**config.mk**
```make
export PLATFORM = sky130hd
export DESIGN_NAME = time_subsys_top
export DESIGN_NICKNAME = d
export VERILOG_FILES = /design/src/rtl/time_pkg.sv /design/src/rtl/setting_reg.sv /design/src/rtl/timekeeper.sv /design/src/rtl/time_readback.sv /design/src/rtl/time_subsys_top.sv
export VERILOG_INCLUDE_DIRS = /design/src /design/src/include
export SDC_FILE = /design/constraint.sdc
export NUM_CORES = 1
export LEC_CHECK = 0
export BUFFER_PORTS_ARGS = -buffer_cell sky130_fd_sc_hd__buf_2
export CELL_PAD_IN_SITES_DETAIL_PLACEMENT = 0
export CELL_PAD_IN_SITES_GLOBAL_PLACEMENT = 1
export CORE_ASPECT_RATIO = 0.9
export CORE_UTILIZATION = 40
export DETAILED_ROUTE_END_ITERATION = 16
export PLACE_DENSITY = 0.79
export SLEW_MARGIN = 20
export SYNTH_ARGS = -nofsm -noshare
export SYNTH_HDL_FRONTEND = slang
export SYNTH_SLANG_ARGS = --single-unit
```
**constraint.sdc**
```tcl
create_clock -name clk -period 16 [get_ports clk]
set_input_delay 3.2 -clock clk [delete_from_list [all_inputs] [get_ports clk]]
set_output_delay 3.2 -clock clk [all_outputs]
set_load 0.1 [all_outputs]
```
**src/include/time_cfg.svh**
```systemverilog
// Address map and readback timing for the time subsystem.
// Include wherever settings or readback addresses are decoded or checked.
`ifndef TIME_CFG_SVH
`define TIME_CFG_SVH

// Settings bus registers. Time-high is at the base.
`define TIME_BASE 8'h20
// Time-low register, written before or after the high word.
`define TIME_LO_ADDR (`TIME_BASE + 8'd1)
// Control register with set_pps and set_now.
`define TIME_CTRL_ADDR (`TIME_BASE + 8'd2)

// Readback word addresses: now_hi, now_lo_latched, pps_hi, pps_lo_latched.
`define RB_BASE 8'h10
// Number of readback words decoded above the base.
`define RB_WORDS 4

// Cycles from read strobe to rb_valid.
`define RB_LATENCY 1

`endif

```
**src/rtl/time_pkg.sv**
```systemverilog
// Shared types for the VITA time subsystem.
// Buses, control bits and state encodings are referenced as time_pkg::name.
package time_pkg;

   // Single-cycle settings write strobe from the host.
   typedef struct packed {
      logic        stb;  // Write strobe, one cycle.
      logic [7:0]  addr; // Register address.
      logic [31:0] data; // Write data.
   } set_bus_t;

   // Readback request, one read per strobe.
   typedef struct packed {
      logic       stb;  // Read strobe.
      logic [7:0] addr; // Readback address.
   } rb_req_t;

   // Readback response, fixed latency after the strobe.
   typedef struct packed {
      logic        valid; // Response strobe.
      logic [31:0] data;  // Addressed word.
   } rb_resp_t;

   // Control register bits, set_pps in bit 1.
   typedef struct packed {
      logic set_pps; // Load time at next PPS edge.
      logic set_now; // Load time right away.
   } time_ctrl_t;

   // Trigger FSM in the timekeeper.
   typedef enum logic {
      TRIG_IDLE  = 1'b0,
      TRIG_ARMED = 1'b1
   } trig_state_e;

   // Readback words, in address order above the readback base.
   typedef enum logic [1:0] {
      RB_NOW_HI     = 2'd0,
      RB_NOW_LO_LAT = 2'd1,
      RB_PPS_HI     = 2'd2,
      RB_PPS_LO_LAT = 2'd3
   } rb_sel_e;

endpackage

```
**src/rtl/setting_reg.sv**
```systemverilog
// One settings register on the strobe bus.
// Holds the low width bits of the last matching write and pulses changed after it.
`timescale 1ns/1ns

module setting_reg #(
   parameter logic [7:0] addr_match = 8'd0, // Address this register answers to.
   parameter int         width      = 32    // Stored bits, taken from the data LSBs.
) (
   input  logic                 clk,
   input  logic                 reset,
   input  time_pkg::set_bus_t   set_bus,
   output logic [width-1:0]     value,
   output logic                 changed
);

   logic hit; // Write aimed at this register.

   assign hit = set_bus.stb && (set_bus.addr == addr_match);

   always_ff @(posedge clk) begin
      if (reset) begin
         value   <= '0;
         changed <= 1'b0;
      end else begin
         changed <= hit; // One-cycle pulse per write.
         if (hit) begin
            value <= set_bus.data[width-1:0];
         end
      end
   end

endmodule

```
**src/rtl/timekeeper.sv**
```systemverilog
// VITA time counter with PPS sync, edge detect, trigger arming and last-PPS capture.
// Loads time_next immediately or on the next PPS edge after a control write.
`timescale 1ns/1ns

module timekeeper (
   input  logic                 clk,
   input  logic                 reset,
   input  logic                 pps,               // Asynchronous PPS input.
   input  logic [63:0]          time_next,         // Time to load at the next event.
   input  time_pkg::time_ctrl_t ctrl,
   input  logic                 ctrl_changed,      // Pulse after a control write.
   output logic [63:0]          vita_time,
   output logic [63:0]          vita_time_lastpps
);

   logic [1:0]            pps_sync;       // Two-flop synchronizer, bit 1 is stable.
   logic                  pps_hist;       // Previous synchronized level.
   logic                  pps_edge;       // Registered rising edge, one cycle.
   logic                  ctrl_changed_d; // Control write, delayed to arm.
   logic                  time_event;     // Load time_next this cycle.
   time_pkg::trig_state_e trig_state;

   // Synchronize pps and register the rising edge.
   always_ff @(posedge clk) begin
      if (reset) begin
         pps_sync <= 2'b00;
         pps_hist <= 1'b0;
         pps_edge <= 1'b0;
      end else begin
         pps_sync <= {pps_sync[0], pps};
         pps_hist <= pps_sync[1];
         pps_edge <= pps_sync[1] & ~pps_hist; // High in the cycle after p+2.
      end
   end

   // Hold off arming one cycle so time_next and ctrl are settled.
   always_ff @(posedge clk) begin
      if (reset) begin
         ctrl_changed_d <= 1'b0;
      end else begin
         ctrl_changed_d <= ctrl_changed;
      end
   end

   // Fire once armed, either right away or on the PPS edge.
   assign time_event = (trig_state == time_pkg::TRIG_ARMED) &&
                       (ctrl.set_now || (ctrl.set_pps && pps_edge));

   // Trigger FSM. An event always drops back to idle.
   always_ff @(posedge clk) begin
      if (reset) begin
         trig_state <= time_pkg::TRIG_IDLE;
      end else begin
         case (trig_state)
            time_pkg::TRIG_IDLE: begin
               if (ctrl_changed_d) begin
                  trig_state <= time_pkg::TRIG_ARMED;
               end
            end
            time_pkg::TRIG_ARMED: begin
               if (time_event) begin
                  trig_state <= time_pkg::TRIG_IDLE;
               end
            end
            default: trig_state <= time_pkg::TRIG_IDLE;
         endcase
      end
   end

   // Free-running counter, reloaded on an event.
   always_ff @(posedge clk) begin
      if (reset) begin
         vita_time <= 64'd0;
      end else if (time_event) begin
         vita_time <= time_next;
      end else begin
         vita_time <= vita_time + 64'd1;
      end
   end

   // Record the time that takes effect at the PPS edge.
   always_ff @(posedge clk) begin
      if (reset) begin
         vita_time_lastpps <= 64'd0;
      end else if (pps_edge) begin
         if (time_event) begin
            vita_time_lastpps <= time_next; // Loaded time wins.
         end else begin
            vita_time_lastpps <= vita_time + 64'd1; // Same as the new vita_time.
         end
      end
   end

endmodule

```
**src/rtl/time_readback.sv**
```systemverilog
// Readback port for the VITA time words.
// A high-word read snapshots all 64 bits so the following low-word read is tear-free.
`timescale 1ns/1ns
`include "time_cfg.svh"

module time_readback (
   input  logic               clk,
   input  logic               reset,
   input  time_pkg::rb_req_t  rb_req,
   input  logic [63:0]        vita_time,
   input  logic [63:0]        vita_time_lastpps,
   output time_pkg::rb_resp_t rb_resp
);

   logic [7:0]        rb_offset;  // Address relative to the readback base.
   logic              addr_hit;   // Address falls in the readback window.
   time_pkg::rb_sel_e rb_sel;
   logic [63:0]       shadow_now; // Snapshot taken on now_hi.
   logic [63:0]       shadow_pps; // Snapshot taken on pps_hi.
   logic [31:0]       read_word;  // Word selected this cycle.
   logic              resp_valid;
   logic [31:0]       resp_data;

   // Address decode.
   assign rb_offset = rb_req.addr - `RB_BASE;
   assign addr_hit  = (rb_offset < 8'(`RB_WORDS));
   assign rb_sel    = time_pkg::rb_sel_e'(rb_offset[1:0]);

   always_comb begin
      read_word = 32'd0; // Unknown address reads as zero.
      if (addr_hit) begin
         case (rb_sel)
            time_pkg::RB_NOW_HI:     read_word = vita_time[63:32];
            time_pkg::RB_NOW_LO_LAT: read_word = shadow_now[31:0];
            time_pkg::RB_PPS_HI:     read_word = vita_time_lastpps[63:32];
            time_pkg::RB_PPS_LO_LAT: read_word = shadow_pps[31:0];
            default:                 read_word = 32'd0;
         endcase
      end
   end

   // Snapshots on high-word reads.
   always_ff @(posedge clk) begin
      if (rb_req.stb && addr_hit) begin
         if (rb_sel == time_pkg::RB_NOW_HI) begin
            shadow_now <= vita_time;
         end
         if (rb_sel == time_pkg::RB_PPS_HI) begin
            shadow_pps <= vita_time_lastpps;
         end
      end
   end

   // One-cycle response.
   always_ff @(posedge clk) begin
      if (reset) begin
         resp_valid <= 1'b0;
      end else begin
         resp_valid <= rb_req.stb; // Every strobe gets an answer.
      end
   end

   always_ff @(posedge clk) begin
      if (rb_req.stb) begin
         resp_data <= read_word;
      end
   end

   assign rb_resp = '{valid: resp_valid, data: resp_data};

endmodule

```
**src/rtl/time_subsys_top.sv**
```systemverilog
// Top of the time subsystem: settings registers, timekeeper and readback port.
// Host writes time and control on set_bus and reads time words on rb_req.
`timescale 1ns/1ns
`include "time_cfg.svh"

module time_subsys_top (
   input  logic               clk,
   input  logic               reset,
   input  logic               pps,
   input  time_pkg::set_bus_t set_bus,
   input  time_pkg::rb_req_t  rb_req,
   output time_pkg::rb_resp_t rb_resp,
   output logic [63:0]        vita_time,
   output logic [63:0]        vita_time_lastpps
);

   logic [63:0]          time_next;    // Time to load, hi and lo registers.
   time_pkg::time_ctrl_t ctrl;
   logic                 ctrl_changed; // Arms the trigger.

   setting_reg #(.addr_match(`TIME_BASE), .width(32)) sr_time_hi (
      .clk(clk), .reset(reset), .set_bus(set_bus),
      .value(time_next[63:32]), .changed()
   );

   setting_reg #(.addr_match(`TIME_LO_ADDR), .width(32)) sr_time_lo (
      .clk(clk), .reset(reset), .set_bus(set_bus),
      .value(time_next[31:0]), .changed()
   );

   setting_reg #(.addr_match(`TIME_CTRL_ADDR), .width(2)) sr_ctrl (
      .clk(clk), .reset(reset), .set_bus(set_bus),
      .value(ctrl), .changed(ctrl_changed)
   );

   timekeeper timekeeper_i (
      .clk(clk), .reset(reset), .pps(pps),
      .time_next(time_next), .ctrl(ctrl), .ctrl_changed(ctrl_changed),
      .vita_time(vita_time), .vita_time_lastpps(vita_time_lastpps)
   );

   time_readback time_readback_i (
      .clk(clk), .reset(reset), .rb_req(rb_req),
      .vita_time(vita_time), .vita_time_lastpps(vita_time_lastpps),
      .rb_resp(rb_resp)
   );

endmodule

```
---- Word-level counts from Yosys, hierarchy flattened ----
Cells that the tools add are included.
cells by class
  add/sub/neg operators ................... 2
  $lt $le $gt $ge ......................... 1
  equal/unequal tests ..................... 6
  muxes and demuxes ....................... 5
  bitwise gates (word level) .............. 3
  reductions and logical operators ........ 10
operators with widths
  cell                                                                   number
  32-bit one-hot mux with 4 select lines                                 1
  64-bit by 1-bit adder with 64-bit output (second input constant)       1
  64-bit 2-to-1 mux                                                      1
  8-bit by 6-bit == test with 1-bit output (second input constant)       3
  8-bit by 3-bit < comparator with 1-bit output (second input constant)  1
  8-bit by 5-bit subtractor with 8-bit output (second input constant)    1
  1-bit logical AND                                                      6
  2-bit == test (second input constant)                                  2
  2-bit AND reduction                                                    2
  2-bit by 1-bit == test with 1-bit output (second input constant)       1
  2-bit logical NOT                                                      1
  1-bit 2-to-1 mux                                                       2
  1-bit NOT                                                              2
  1-bit one-hot mux with 2 select lines                                  1
  1-bit AND                                                              1
  1-bit logical OR                                                       1
storage, ports and cells
  flip-flop bits (word level) ............. 298
  output and inout bits ................... 161

---- Depth between registers and ports, before layout ----
  depth after elaboration ................. 5
  mapped depth ............................ 8

---- Modules after synthesis ----
A second synthesis with hierarchy kept.
second synthesis, totals
  cells, all modules ...................... 1,282
  area total of the unflattened synthesis .. 13,551.7 um^2
modules (own cells, without submodules)
  module                    instances  cells each  area an instance (um^2)  seq. area each (um^2)
  timekeeper                1          797         6,363.6                  2,682.6
  time_readback             1          185         4,018.9                  2,902.8
  setting_reg (sr_time_hi)  1          144         1,515.2                  660.6
  setting_reg (sr_time_lo)  1          143         1,493.9                  660.6
  setting_reg (sr_ctrl)     1          13          160.2                    60.1

---- Worst setup path before layout ----
No wires, ideal clock.
  path kind ............................... input port to flip-flop
  start point ............................. in rb_req[7] in the netlist's numbering
  end point ............................... reg time_readback_i.shadow_now[0] (enable)
  setup time .............................. 0.513 ns
  data arrival time ....................... 7.292 ns
  data required time ...................... 15.487 ns
  path slack .............................. 8.195 ns
  cell stages on the path ................. 3
  path through ............................ nor4b_1 -> nand2_1 -> nor4b_1
on the way
  longest elaborated chain between the ends .. 4
ends and longest elaborated chain
  element                                                       line                   RTL
  start: declaration                                            time_subsys_top.sv:11  input time_pkg::rb_req_t rb_req,
  8-bit by 5-bit subtractor with 8-bit output (no source line)  -
  8-bit by 3-bit < comparator with 1-bit output                 time_readback.sv:26    assign addr_hit = (rb_offset < 8'(`RB_WORDS));
  1-bit logical AND                                             time_readback.sv:44    if (rb_req.stb && addr_hit) begin
  2-bit AND reduction (no source line)                          -
  end signal: assignment                                        time_readback.sv:46    shadow_now <= vita_time;
  end: declaration                                              time_readback.sv:18    logic [63:0] shadow_now;
No other way between the ends.
A chain may end at the register's enable or synchronous reset.

---- Final worst setup path ----
  start point ............................. in rb_req[5] in the netlist's numbering
  end point ............................... reg time_readback_i.shadow_pps[8] (enable)
on the way
  longest elaborated chain between the ends .. 4
ends and longest elaborated chain
  element                                                       line                 RTL
  8-bit by 5-bit subtractor with 8-bit output (no source line)  -
  8-bit by 3-bit < comparator with 1-bit output                 time_readback.sv:26
  1-bit logical AND                                             time_readback.sv:44
  2-bit AND reduction (no source line)                          -
  end signal: assignment                                        time_readback.sv:49  shadow_pps <= vita_time_lastpps;
  end: declaration                                              time_readback.sv:19  logic [63:0] shadow_pps;
No other way between the ends.

==> flow_metrics.py <==
metrics = {
    "finish": {
        "fin_nets": 1522,
        "n_fill_cell": 3001,
        "area_growth_pct": 18.53,
        "drive_gt1_frac": 0.2244,
        "final_cells": 1909,
        "post-route-util": 0.4806,
        "antenna_cells": 0,
    },
    "global_route": {
        "grt_pass1_vias": 9848,
        "overflow": 0,
        "antenna_found_initial": 4,
        "grt_max_degree": 113,
        "grt_use_total": 0.2449,
        "grt_pass1_wl_um": 61510,
    },
    "clocking": {
        "cts_resized": 0,
        "clkLatencyLatePin_ps": 560,
        "clk_path_buf_depth": 3,
        "cts_setup_buffers": 0,
        "cts_tree": "built",
        "cts-root-buf": "clkbuf_16",
        "cts_hold_buffers": 0,
        "cts_buffers": 31,
        "cts_max_level": 1,
        "clock_sinks": 298,
        "path_clk_slew_ps": 60,
    },
    "synthesis": {
        "avgSynthCellArea_sq_um": 9.929,
        "synthCells": 1302,
        "synthFlopType": "dfxtp_1",
        "ys_top_cells_by_area": "dfxtp_1 31%, edfxtp_1 22%, nand2_1 6.0%",
        "yosysSeqAreaShare": 0.5358,
        "ys_async_sr_fraction": 0,
        "synth.ff_latch_count": 298,
        "synth_edf_count": 96,
        "netlist.top_cell.by_area": "dfxtp_1",
        "yosysMostFrequentCell": "nand2_1",
        "syn_nets": 1356,
        "ys_top_cells_by_count": "207 x nand2_1, 202 x dfxtp_1, 106 x a21oi_1",
        "synth_top_area_share": 0.3128,
        "syn_area_sq_um": 12930,
        "yosys_warnings": 0,
        "ys_types": 61,
    },
    "timing": {
        "slew_headroom": 0.1918,
        "layout_setup_ws_ps": 11090,
        "max_freq_mhz": 203.8,
        "drv_slew": 0,
        "final_hold_viol_count": 0,
        "setup_viol": 0,
        "skew_ps": 16.61,
        "rsz0062_at_grt": "no",
        "min_period_ps": 4906,
        "timing.final.crit_share": 0.3066,
        "worst_pin_slew_ps": 1201,
        "tns_ps": 0,
    },
    "setup_path": {
        "crit_path_end_kind": "flip-flop",
        "cpMaxStageDelayCell": "nor2_2",
        "worstRegToRegCells": 6,
        "cp.arrival_ps": 5100,
        "startpoint_type": "input pin",
        "rr_startpoint": "timekeeper_i.vita_time[2]$_SDFF_PP0_",
        "crit_chain": "buf_2 -> nor2_2 -> nand2_1 -> nor4bb_4 -> buf_4",
        "worstPathMaxFanout": 33,
        "max_stage_delay_ps": 690,
        "rrSetupSlack_ps": 12120,
        "path_class": "in -> reg",
        "worstPathRequired_ps": 16190,
        "r2r_end": "timekeeper_i.vita_time_lastpps[63]$_SDFFE_PP0P_",
    },
    "drt": {
        "vias": 10830,
        "vias_per_cell": 5.672,
        "firstDrtPassIters": 6,
        "drc_errors": 0,
        "finalWirelength_um": 41330,
        "wl_per_cell_um": 21.65,
        "antenna_left": 0,
        "detail_route.iter0.violations": 1044,
    },
    "job": {
        "cap_violations": 0,
    },
    "power": {
        "ir_drop_uv": 84.75,
        "power_density_nw_per_um2": 107.2,
        "power.total_mw": 1.642,
        "p_leak_nw": 5.864,
    },
    "floorplanning": {
        "fp.dieH_um": 172.5,
        "coreArea_sq_um": 31880,
        "dieWidth_um": 191.5,
        "initial_core_util": 0.4055,
        "dieArea_sq_um": 33040,
        "num_rows": 62,
        "ioPinCount": 214,
    },
    "hold_path": {
        "min_to": "timekeeper_i.pps_edge$_SDFF_PP0_",
        "min_path_type": "reg -> reg",
        "holdPathStages": 1,
        "hp-start": "timekeeper_i.pps_hist$_SDFF_PP0_",
    },
    "place": {
        "hpwl_um": 28770,
        "place_inst": 1851,
        "io_buffers": 213,
        "place_congestion": 0.8869,
        "post-place-ws_ps": 10540,
    },
    "run_status": {
        "status": "complete, no violations",
    },
}
==> where the power goes <==
group	switching (mW)	total [mW]	leakage, nW	internal (mW)
Combinational	0.0852	0.109	2.75	0.0240
Clock	0.298	0.740	0.526	0.442
Sequential	0.00891	0.793	2.58	0.784
Total	0.392	1.64	5.86	1.25
==> sequential cells by signal, summed over array words and instances (netlist names) <==
| signal | cells |
|---|---|
| timekeeper_i.pps_sync | 2 |
| time_readback_i.shadow_now | 32 |
| sr_time_lo.value | 32 |
| sr_ctrl.changed | 1 |
| time_readback_i.resp_data | 32 |
| time_readback_i.shadow_pps | 32 |
| timekeeper_i.pps_hist | 1 |
| sr_ctrl.value | 2 |
| timekeeper_i.ctrl_changed_d | 1 |
| timekeeper_i.trig_state | 1 |
| timekeeper_i.vita_time | 64 |
| timekeeper_i.vita_time_lastpps | 64 |
| timekeeper_i.pps_edge | 1 |
| sr_time_hi.value | 32 |
| time_readback_i.resp_valid | 1 |
==> critical path, delay by kind of cell <==
kind | cells | cell delay, ps
buf+inv | 2 | 620
simple gates | 3 | 1260
==> cell type report <==
cell class              count  area (sq um)  area share
flip-flops and latches    298          6930      0.4523
clock buffers              48         952.2     0.06214
clock inverters            10         113.9    0.007431
inverters                   7         26.28    0.001715
repair buffers            228          1185     0.07733
multi-input cells         902          5594      0.3651
well taps                 416         520.5     0.03397
==> stage by stage <==
| stage | hold WS (ps) | cell area, sq um |
|---|---|---|
| finish | 379.5 | 15320 |
| global route | 392.1 | 15320 |
| CTS | 374.0 | 15320 |
| detailed placement | 370.5 | 14260 |
| global placement | 364.5 | 14260 |
| floorplan | 367.4 | 12930 |
==> logic make-up (layout without fill, tap and decap cells) <==
logic type               count (synthesis)  count (layout)  synth area share
AO/OA/AOI/OAI                          224             224            0.1031
XOR/XNOR                                40              40           0.02710
flip-flops                             298             298            0.5358
adder cells (fa/ha/maj)                  1               1         0.0009677
AND/OR/NAND/NOR                        583             583            0.2254
buffers and inverters                  102             293           0.03484
multiplexers                            54              54           0.07278
==> per-layer routing <==
layer  routed length (um)  global-route usage  up-vias
met1                18590              0.3675     5227
met3                 3877             0.04790       66
met5                    0                   0        -
met2                17860              0.3579      509
met4                 1004             0.06448        0
li1                     -                   -     5026
==> worst max path at each step <==
| stage | startpoint | to | slack [ps] | cells after the start |
|---|---|---|---|---|
| after global placement | rb_req[5] | time_readback_i.shadow_pps[14]$_DFFE_PP_ | 10620 | 5 |
| after global routing | rb_req[5] | time_readback_i.shadow_pps[19]$_DFFE_PP_ | 10930 | 5 |
| after detailed placement | rb_req[5] | time_readback_i.shadow_pps[15]$_DFFE_PP_ | 10540 | 5 |
| final | rb_req[5] | time_readback_i.shadow_pps[8]$_DFFE_PP_ | 11090 | 5 |
| after floorplan | rb_req[7] | time_readback_i.shadow_now[0]$_DFFE_PP_ | 8200 | 3 |
| after CTS | timekeeper_i.vita_time[29]$_SDFF_PP0_ | vita_time[29] | 11100 | 1 |
==> placed cells by master, fill, tap and decap left out, types with 22 or more instances in the layout <==
cell	synthesis	layout
a211oi_1	29	29
a21oi_1	106	106
a31oi_1	32	32
and3_1	42	42
buf_2	0	212
clkbuf_16	0	33
dfxtp_1	202	201
edfxtp_1	96	96
mux2i_1	22	22
mux4_2	32	32
nand2_1	207	206
nand3_1	23	23
nand4_1	30	30
nor2_1	103	102
nor2b_1	44	44
nor3_1	39	38
o21ai_0	27	27
xnor2_1	22	22
Power figures use the tool's default switching activity.
